$ cat config.mk
export PLATFORM = sky130hd
export DESIGN_NAME = execute_stage
export DESIGN_NICKNAME = d
export VERILOG_FILES = /design/src/rtl/cpu_pkg.sv /design/src/rtl/execute_stage.sv
export SDC_FILE = /design/constraint.sdc
export NUM_CORES = 1
export LEC_CHECK = 0
export BUFFER_PORTS_ARGS = -buffer_cell sky130_fd_sc_hd__buf_4
export CAP_MARGIN = 5
export CORE_MARGIN = 1.5
export CORE_UTILIZATION = 40
export CTS_CLUSTER_DIAMETER = 150
export DETAILED_ROUTE_END_ITERATION = 16
export GPL_TIMING_DRIVEN = 1
export SLEW_MARGIN = 0
export SYNTH_ARGS = -nofsm -noshare
export SYNTH_HDL_FRONTEND = slang
export SYNTH_SLANG_ARGS = --single-unit
$ cat constraint.sdc
create_clock -name clk -period 5.5 [get_ports clk]
set_input_delay 0.55 -clock clk [delete_from_list [all_inputs] [get_ports clk]]
set_output_delay 0.55 -clock clk [all_outputs]
set_load 0.05 [all_outputs]
$ cat src/rtl/cpu_pkg.sv
`default_nettype none

package cpu_pkg;

  // datapath widths and memory depths
  localparam int data_width      = 32;
  localparam int inst_width      = 32;
  localparam int reg_addr_width  = 5;
  localparam int imem_addr_width = 8;
  localparam int dmem_addr_width = 8;

  // instruction field positions
  localparam int opcode_msb  = 31;
  localparam int opcode_lsb  = 26;
  localparam int rs_lsb      = 21;
  localparam int rt_lsb      = 16;
  localparam int rd_lsb      = 11;
  localparam int shamt_lsb   = 6;
  localparam int shamt_width = 5;
  localparam int imm_width   = 16;

  typedef enum logic [opcode_msb-opcode_lsb:0] {
    op_nop  = 6'd0,
    op_add  = 6'd1,
    op_sub  = 6'd2,
    op_and  = 6'd3,
    op_or   = 6'd4,
    op_slt  = 6'd5,
    op_sll  = 6'd6,
    op_addi = 6'd7,
    op_lw   = 6'd8,
    op_sw   = 6'd9,
    op_beq  = 6'd10,
    op_bne  = 6'd11,
    op_j    = 6'd12,
    op_jr   = 6'd13
  } opcode_e;

  typedef enum logic [2:0] {
    alu_add,
    alu_sub,
    alu_and,
    alu_or,
    alu_slt,
    alu_sll
  } alu_op_e;

  typedef enum logic [1:0] {
    mem_none,
    mem_read,
    mem_write
  } mem_op_e;

  typedef enum logic [2:0] {
    jmp_none,
    jmp_beq,
    jmp_bne,
    jmp_target,
    jmp_reg
  } jump_op_e;

  typedef enum logic [1:0] {
    fwd_reg,
    fwd_ex_mem,
    fwd_mem_wb
  } fwd_sel_e;

  typedef struct packed {
    logic     reg_dst;
    logic     alu_src;
    logic     mem_to_reg;
    logic     reg_write;
    alu_op_e  alu_op;
    mem_op_e  mem_op;
    jump_op_e jop;
  } ctrl_t;

  typedef struct packed {
    logic                       valid;
    ctrl_t                      ctrl;
    logic [reg_addr_width-1:0]  rs;
    logic [reg_addr_width-1:0]  rt;
    logic [reg_addr_width-1:0]  rd;
    logic [shamt_width-1:0]     shamt;
    logic [imm_width-1:0]       immediate;
    logic [imem_addr_width-1:0] target;
    logic [data_width-1:0]      read_data_1;
    logic [data_width-1:0]      read_data_2;
  } id_ex_t;

  typedef struct packed {
    logic                      valid;
    logic                      reg_write;
    logic                      mem_to_reg;
    mem_op_e                   mem_op;
    logic [reg_addr_width-1:0] dest;
    logic [data_width-1:0]     alu_result;
    logic [data_width-1:0]     store_data;
  } ex_mem_t;

  typedef struct packed {
    logic                      valid;
    logic                      reg_write;
    logic                      mem_to_reg;
    logic [reg_addr_width-1:0] dest;
    logic [data_width-1:0]     alu_result;
    logic [data_width-1:0]     read_data;
  } mem_wb_t;

  typedef struct packed {
    logic                       enable;
    logic [imem_addr_width-1:0] address;
    logic [inst_width-1:0]      instruction;
  } imem_load_t;

  typedef struct packed {
    logic                      valid;
    logic [reg_addr_width-1:0] dest;
    logic [data_width-1:0]     data;
  } retire_t;

endpackage

`default_nettype wire

$ cat src/rtl/execute_stage.sv
`timescale 1ns/1ps
`default_nettype none

module execute_stage (
  input  wire                                   clk,
  input  wire                                   reset,
  input  wire cpu_pkg::id_ex_t                  id_ex,
  input  wire cpu_pkg::retire_t                 retire,
  output cpu_pkg::ex_mem_t                      ex_mem,
  output logic                                  redirect,
  output logic [cpu_pkg::imem_addr_width-1:0]   redirect_pc
);

  cpu_pkg::fwd_sel_e               fwd_a;
  cpu_pkg::fwd_sel_e               fwd_b;
  cpu_pkg::ex_mem_t                ex_mem_next;
  logic [cpu_pkg::data_width-1:0]  operand_a;
  logic [cpu_pkg::data_width-1:0]  rt_value;
  logic [cpu_pkg::data_width-1:0]  operand_b;
  logic [cpu_pkg::data_width-1:0]  alu_result;
  logic                            equal;
  logic                            taken;

  //////////////////////////////////////////////////////////////////////
  // forwarding

  // the younger EX/MEM result wins; loads there are not ready yet
  function automatic cpu_pkg::fwd_sel_e fwd_select(
    input logic [cpu_pkg::reg_addr_width-1:0] src,
    input cpu_pkg::ex_mem_t                   ex_mem_q,
    input cpu_pkg::retire_t                   wb
  );
    if (ex_mem_q.valid && ex_mem_q.reg_write && ex_mem_q.mem_op != cpu_pkg::mem_read
        && ex_mem_q.dest != '0 && ex_mem_q.dest == src) begin
      return cpu_pkg::fwd_ex_mem;
    end else if (wb.valid && wb.dest == src) begin
      return cpu_pkg::fwd_mem_wb;
    end
    return cpu_pkg::fwd_reg;
  endfunction

  function automatic logic [cpu_pkg::data_width-1:0] pick_operand(
    input cpu_pkg::fwd_sel_e              sel,
    input logic [cpu_pkg::data_width-1:0] reg_value,
    input logic [cpu_pkg::data_width-1:0] ex_mem_value,
    input logic [cpu_pkg::data_width-1:0] wb_value
  );
    case (sel)
      cpu_pkg::fwd_ex_mem: return ex_mem_value;
      cpu_pkg::fwd_mem_wb: return wb_value;
      default:             return reg_value;
    endcase
  endfunction

  always_comb begin
    fwd_a     = fwd_select(id_ex.rs, ex_mem, retire);
    fwd_b     = fwd_select(id_ex.rt, ex_mem, retire);
    operand_a = pick_operand(fwd_a, id_ex.read_data_1, ex_mem.alu_result, retire.data);
    rt_value  = pick_operand(fwd_b, id_ex.read_data_2, ex_mem.alu_result, retire.data);
  end

  // immediate is zero-extended
  assign operand_b = id_ex.ctrl.alu_src
                   ? {{(cpu_pkg::data_width-cpu_pkg::imm_width){1'b0}}, id_ex.immediate}
                   : rt_value;

  //////////////////////////////////////////////////////////////////////
  // alu

  always_comb begin
    case (id_ex.ctrl.alu_op)
      cpu_pkg::alu_sub: alu_result = operand_a - operand_b;
      cpu_pkg::alu_and: alu_result = operand_a & operand_b;
      cpu_pkg::alu_or:  alu_result = operand_a | operand_b;
      cpu_pkg::alu_slt: begin
        alu_result = cpu_pkg::data_width'($signed(operand_a) < $signed(operand_b));
      end
      cpu_pkg::alu_sll: alu_result = operand_b << id_ex.shamt;
      default:          alu_result = operand_a + operand_b;
    endcase
  end

  //////////////////////////////////////////////////////////////////////
  // branch and jump resolution

  assign equal = (operand_a == rt_value);

  always_comb begin
    case (id_ex.ctrl.jop)
      cpu_pkg::jmp_beq:    taken = equal;
      cpu_pkg::jmp_bne:    taken = !equal;
      cpu_pkg::jmp_target: taken = 1'b1;
      cpu_pkg::jmp_reg:    taken = 1'b1;
      default:             taken = 1'b0;
    endcase
  end

  assign redirect    = id_ex.valid && taken;
  assign redirect_pc = (id_ex.ctrl.jop == cpu_pkg::jmp_reg)
                     ? operand_a[cpu_pkg::imem_addr_width-1:0]
                     : id_ex.target;

  always_comb begin
    ex_mem_next.valid      = id_ex.valid;
    ex_mem_next.reg_write  = id_ex.ctrl.reg_write;
    ex_mem_next.mem_to_reg = id_ex.ctrl.mem_to_reg;
    ex_mem_next.mem_op     = id_ex.ctrl.mem_op;
    ex_mem_next.dest       = id_ex.ctrl.reg_dst ? id_ex.rd : id_ex.rt;
    ex_mem_next.alu_result = alu_result;
    ex_mem_next.store_data = rt_value;
  end

  always_ff @(posedge clk) begin
    if (reset) begin
      ex_mem.valid <= 1'b0;
    end else begin
      ex_mem <= ex_mem_next;
    end
  end

endmodule

`default_nettype wire

==> results.py, run 1 <==
metrics = {
    "sta": {
        "post-route-period-util_pct": 96.83,
        "clock_skew_ps": 11.08,
        "hold_viol_final": 0,
        "finalCriticalPeriod_ps": 5326,
        "drv_slew": 0,
        "rsz0062_at_grt": "true",
        "timing.fmax_mhz": 187.8,
        "setup_violations": 0,
        "maxSlewHeadroom_pct": 16.76,
        "final.setup.tns_ps": 0,
        "worstMarginPinSlew_ps": 1244,
        "fin_ws_ps": 174.1,
    },
    "power_and_ir_drop": {
        "p_switching_mw": 1.441,
        "switching_share_pct": 45.97,
        "p_leak_nw": 6.619,
        "power_frac_clock_pct": 18.5,
        "power.density_nw_per_um2": 201.5,
        "p_comb_share_pct": 56.8,
        "p_total_mw": 3.135,
        "seq_power_share_pct": 24.8,
        "internal-power_mw": 1.694,
        "vdd.ir_drop.worst_mv": 0.1523,
    },
    "grt": {
        "grt_pass1_wl_mm": 83.70,
        "grt_pass1_vias": 12911,
        "overflow": 0,
        "track_usage_pct": 35.96,
        "grt_max_degree": 60,
        "antenna_found_initial": 0,
    },
    "run_status": {
        "status": "complete, no violations",
    },
    "synthesis": {
        "synth-main-ff-cell": "edfxtp_1",
        "netlist_area_um2": 11980,
        "syn_inst": 1510,
        "ys_types": 83,
        "ys_seq_area_share_pct": 18.46,
        "ys_async_sr_fraction_pct": 0,
        "avgSynthCellArea_um2": 7.934,
        "synth_edf_count": 73,
        "syn_nets": 1769,
        "yosysWarnings": 0,
        "synth-seq-cells": 74,
    },
    "floorplanning": {
        "ioPinCount": 244,
        "dieHeight_um": 176.1,
        "rows": 63,
        "start_util_pct": 40.53,
        "die-area_um2": 31000,
        "die_width_um": 176.1,
        "core_area_um2": 29560,
    },
    "final_layout": {
        "area_growth_pct": 29.88,
        "top_regs": "ex_mem: 74 flops",
        "largest_register": "ex_mem",
        "drive_above_1_share_pct": 29.24,
        "final_cells": 2237,
        "insertedDiodeCount": 0,
        "nets": 2101,
        "postLayoutCoreUtil_pct": 52.64,
        "largest_reg_flops": 74,
    },
    "hold_path": {
        "hold_path_end": "ex_mem[73]$_SDFF_PP0_",
        "hold_path_class": "input pin to flip-flop",
        "min-delay-start": "reset",
        "min_path_cells": 2,
    },
    "drt": {
        "drtIter0Drc": 1524,
        "viasPerCell": 6.257,
        "drtPass1Iterations": 6,
        "vias": 13998,
        "ant_nets": 0,
        "drc": 0,
        "finalWirelength_mm": 57.32,
        "drt-wirelength-per-cell_um": 25.63,
    },
    "clock_tree": {
        "clock_path_buffers": 2,
        "holdBufCountCts": 0,
        "clock_sinks": 74,
        "htreeDepth": 3,
        "cts_root_buf": "clkbuf_16",
        "clkLatencyLatePin_ps": 370,
        "cts_tree": "built",
        "path_clk_slew_ps": 70,
        "cts-buffers-inserted": 9,
    },
    "worst_setup_path": {
        "start_kind": "flip-flop",
        "critPathArrivalTime_ps": 5410,
        "r2r_start": "ex_mem[64]$_DFFE_PN_",
        "worstReg2RegEnd": "ex_mem[54]$_DFFE_PN_",
        "critPathMaxFanout": 15,
        "reg2reg_depth": 23,
        "setup.reg_to_reg.worst_slack_ps": 170,
        "worst-endpoint-required_ps": 5580,
        "path_class": "flip-flop to flip-flop",
        "crit_start": "ex_mem[64]$_DFFE_PN_",
        "endpoint_kind": "flip-flop",
    },
    "place": {
        "dpl.cell_count": 2215,
        "preCtsSetupSlack_ps": -117.9,
        "post-dp-hpwl_mm": 45.88,
        "place_congestion": 0.9849,
        "io_buffers": 243,
    },
    "flow_run": {
        "max_cap_violations": 0,
    },
}
==> repair_timing <==
item | 4_1_cts | 5_1_grt
gates resized for setup | 1 | 12
pin swaps | 0 | 2
setup buffers | 0 | 6
hold endpoints to repair | 0 | 0
setup endpoints to repair | 1 | 16
==> layout make-up <==
class | instances | area, um2
Clock inverter | 5 | 31.28
Fill cell | 2855 | 14000
Multi-Input combinational cell | 1229 | 9011
Sequential cell | 74 | 2212
Inverter | 102 | 382.9
Tap cell | 390 | 488.0
Timing Repair Buffer | 426 | 3202
Clock buffer | 11 | 232.7
==> layout by cell type (no fill, tap or decap), types with 6 or more instances in the layout <==
cell type,synthesis,routed
buf_4,1,425
and2_1,10,11
a311oi_1,16,14
a21oi_1,94,94
or2_2,11,11
mux2_2,25,25
a22oi_1,7,7
nor2b_1,10,10
or3_1,7,6
nand2_1,149,149
nand3_1,49,49
mux4_2,26,26
nand4_1,8,8
xor2_1,17,17
nor2_1,113,113
o211ai_1,18,18
clkbuf_16,0,9
o221ai_1,14,14
a221o_1,7,7
a211o_1,8,8
o31ai_1,6,6
o21bai_1,17,17
nor3_1,20,20
nor4_1,44,43
a21o_1,20,20
a311oi_2,4,6
xnor2_1,53,52
a31oi_1,39,39
a211oi_1,15,15
nand2b_1,15,15
inv_1,99,98
edfxtp_1,73,73
a221oi_1,7,7
o22ai_1,19,19
ha_1,96,96
o21a_1,11,11
mux2i_1,76,76
o21ai_0,105,102
==> metal layers <==
| metal | up-vias | global-route usage [%] | routed length [um] |
|---|---|---|---|
| met5 | - | 0 | 0 |
| met4 | 0 | 10.22 | 1248 |
| met3 | 72 | 7.558 | 6434 |
| met2 | 859 | 52.71 | 24000 |
| met1 | 6746 | 52.64 | 25640 |
| li1 | 6321 | - | - |
==> worst max-delay path by stage <==
stage                                 to  slack [ps]  cells past startpoint
global route        ex_mem[62]$_DFFE_PN_         -30                     22
detailed placement  ex_mem[56]$_DFFE_PN_        -120                     22
finish              ex_mem[54]$_DFFE_PN_         170                     23
global placement    ex_mem[56]$_DFFE_PN_        -110                     23
floorplan           ex_mem[62]$_DFFE_PN_          50                     20
CTS                 ex_mem[58]$_DFFE_PN_           5                     18
==> metrics by stage <==
stage                     hold WS, ps  instance area, um2
final                           358.9               15560
after global routing            362.2               15560
after CTS                       350.7               15460
after detailed placement        732.0               15200
after global placement          727.4               15200
after floorplan                 621.6               11980
==> cells by family after synthesis <==
family	synth area share (%)
adder cells (fa/ha/maj)	10.36
flip-flops	18.46
XOR/XNOR	5.118
AND/OR/NAND/NOR	17.97
buffers and inverters	6.862
AO/OA/AOI/OAI	27.63
multiplexers	13.59
==> Yosys cell counts, types with 15 or more instances <==
cell type  count  area [um2]
mux2i_1       76       760.7
mux2_2        25       281.5
nor3_1        20       100.1
a31oi_1       39       244.0
o22ai_1       19       118.9
nand2_1      149       559.3
nor4_1        44       275.3
edfxtp_1      73        2192
xnor2_1       53       464.2
a21oi_1       94       470.5
xor2_1        17       148.9
a21o_1        20       150.1
a211oi_1      15       112.6
nand3_1       49       245.2
o21ai_0      105       525.5
mux4_2        26       585.6
ha_1          96        1201
o21bai_1      17       127.6
nand2b_1      15       93.84
clkbuf_1      81       304.0
o211ai_1      18       135.1
nor2_1       113       424.2
a311oi_1      16       140.1
inv_1         99       371.6
==> power groups by stage <==
stage	Clock (mW)	Combinational, mW	Sequential [mW]
floorplan	0	0.835	0.946
global placement	0	1.72	0.783
detailed placement	0	1.72	0.784
CTS	0.582	1.73	0.772
global route	0.596	1.88	0.778
finish	0.579	1.78	0.776
==> critical path, stage by stage, from the launching register on <==
cell       delay [ps]
edfxtp_1          460
or4_4             580
nor2_4            130
buf_6             200
nor4_1            100
a311oi_2          340
nor2_1            100
inv_1              90
ha_1              260
fa_1              260
a21o_1            140
a21oi_1            80
nand2b_1          190
a2111oi_2         340
buf_4             180
a2111oi_0          80
buf_4             160
buf_4             130
or2_2             300
buf_4             140
o211ai_1          180
a21oi_1           110
xnor2_1           300
a22oi_1           180
No activity file was read; power rests on OpenSTA's default activity.
==> inputs of run 2 (changes only) <==
--- a/config.mk
+++ b/config.mk
@@ -12,6 +12,8 @@
 export CTS_CLUSTER_DIAMETER = 150
 export DETAILED_ROUTE_END_ITERATION = 16
 export GPL_TIMING_DRIVEN = 1
+export RECOVER_POWER = 50
+export SKIP_CTS_REPAIR_TIMING = 1
 export SLEW_MARGIN = 0
 export SYNTH_ARGS = -nofsm -noshare
 export SYNTH_HDL_FRONTEND = slang
==> results.py, run 2 (synthesized netlist as in run 1, its figures left out) <==
metrics = {
    "drt": {
        "viasPerCell": 6.264,
        "drc": 0,
        "drtIter0Drc": 1632,
        "drt-wirelength-per-cell_um": 25.66,
        "vias": 14013,
        "drtPass1Iterations": 7,
        "finalWirelength_mm": 57.40,
        "ant_nets": 0,
    },
    "final_layout": {
        "postLayoutCoreUtil_pct": 52.12,
        "nets": 2101,
        "layout_common_cells": "373 x buf_4, 149 x nand2_1, 113 x nor2_1",
        "drive_above_1_share_pct": 26.85,
        "top_regs": "ex_mem: 74 flops",
        "largest_register": "ex_mem",
        "final_common_cell": "buf_4",
        "fillCellCount": 2909,
        "area_growth_pct": 28.60,
        "largest_reg_flops": 74,
        "insertedDiodeCount": 0,
    },
    "power_and_ir_drop": {
        "power_frac_clock_pct": 18.6,
        "switching_share_pct": 46.30,
        "p_switching_mw": 1.441,
        "p_leak_nw": 6.449,
        "power.density_nw_per_um2": 202.0,
        "seq_power_share_pct": 24.9,
        "p_comb_share_pct": 56.5,
        "vdd.ir_drop.worst_mv": 0.1516,
        "internal-power_mw": 1.671,
    },
    "sta": {
        "setup_violations": 0,
        "clock_skew_ps": 11.88,
        "finalCriticalPeriod_ps": 5375,
        "whs_ps": 378.6,
        "hold_viol_final": 0,
        "drv_slew": 0,
        "rsz0062_at_grt": "true",
        "worstMarginPinSlew_ps": 1193,
        "post-route-period-util_pct": 97.73,
        "fin_ws_ps": 124.7,
        "maxSlewHeadroom_pct": 20.16,
        "timing.fmax_mhz": 186.0,
    },
    "worst_setup_path": {
        "start_kind": "flip-flop",
        "path_class": "flip-flop to flip-flop",
        "worst-endpoint-required_ps": 5580,
        "endpoint_kind": "flip-flop",
        "critPathArrivalTime_ps": 5450,
        "critPathMaxFanout": 15,
    },
    "place": {
        "post-dp-hpwl_mm": 45.88,
        "preCtsSetupSlack_ps": -117.9,
        "io_buffers": 243,
        "place_congestion": 0.9849,
    },
    "run_status": {
        "status": "complete, no violations",
    },
    "grt": {
        "grt_max_degree": 60,
        "antenna_found_initial": 0,
        "grt_pass1_wl_mm": 83.70,
        "overflow": 0,
        "track_usage_pct": 35.96,
        "grt_pass1_vias": 12911,
    },
    "floorplanning": {
        "rows": 63,
        "die_width_um": 176.1,
        "dieHeight_um": 176.1,
        "core_area_um2": 29560,
        "ioPinCount": 244,
        "die-area_um2": 31000,
        "start_util_pct": 40.53,
    },
    "clock_tree": {
        "clock_path_buffers": 2,
        "cts_tree": "built",
        "clock_sinks": 74,
        "clkLatencyLatePin_ps": 370,
        "cts-buffers-inserted": 9,
        "cts_root_buf": "clkbuf_16",
        "htreeDepth": 3,
        "path_clk_slew_ps": 70,
    },
    "hold_path": {
        "hold_path_class": "input pin to flip-flop",
    },
    "flow_run": {
        "max_cap_violations": 0,
    },
}
-- run 2: changes by cell type in the layout (fill, tap and decap cells not counted), sizes merged --
cell | before | now
buf | 426 | 374
clkbuf | 11 | 63
-- run 2: path summary, 6_finish.rpt --
kind,startpoint,to,slack [ps],cells after the start
max,ex_mem[64]$_DFFE_PN_,ex_mem[54]$_DFFE_PN_,120,23
min,reset,ex_mem[73]$_SDFF_PP0_,380,2
max reg2reg,ex_mem[64]$_DFFE_PN_,ex_mem[54]$_DFFE_PN_,120,23
min reg2reg,ex_mem[51]$_DFFE_PN_,ex_mem[19]$_DFFE_PN_,910,2
-- run 2: worst max-delay path: stages (launching register included) --
cell and delay (ps):
edfxtp_1 450, or4_4 570, nor2_4 110, buf_4 250, nor4_2 90, a311oi_2 340, nor2_1 100, inv_1 90
ha_1 260, fa_1 260, a21o_1 140, a21oi_1 90, nand2b_1 190, a2111oi_2 340, buf_4 180, a2111oi_0 90
buf_4 170, buf_4 130, or2_2 300, buf_4 150, o211ai_1 180, a21oi_1 110, xnor2_1 310, a22oi_1 190
-- run 2: power groups by stage --
stage / sequential (mW) / combinational (mW) / clock [mW]
2_1_floorplan: 0.946 / 0.835 / 0
3_3_place_gp: 0.783 / 1.72 / 0
3_5_place_dp: 0.784 / 1.72 / 0
4_1_cts: 0.772 / 1.73 / 0.582
5_1_grt: 0.777 / 1.86 / 0.596
6_report: 0.776 / 1.76 / 0.579
-- run 2: layout make-up --
class	instances	area, um2	area share, %
Timing Repair Buffer	426	3025	19.64
Clock buffer	11	232.7	1.511
Tap cell	390	488.0	3.167
Inverter	102	382.9	2.485
Sequential cell	74	2212	14.36
Multi-Input combinational cell	1229	9034	58.64
Clock inverter	5	31.28	0.2030
-- run 2: per-stage QoR --
step           cell area, um2  setup TNS [ps]  instances  total power [mW]
2_1_floorplan           11980               0       1510             1.781
4_1_cts                 15460          -67.25       2231             3.082
6_report                15410               0       2237             3.112
5_1_grt                 15410          -30.89       2237             3.237
3_3_place_gp            15200          -123.8       2215             2.500
3_5_place_dp            15200          -150.2       2215             2.501
-- run 2: layer usage --
layer | GRT usage (%) | wire length [um] | part of all wire [%] | vias up
met3 | 7.558 | 6736 | 12 | 85
met5 | 0 | 0 | 0 | -
met1 | 52.64 | 25400 | 44 | 6745
li1 | - | - | - | 6318
met4 | 10.22 | 1415 | 2.5 | 0
met2 | 52.71 | 23850 | 42 | 865
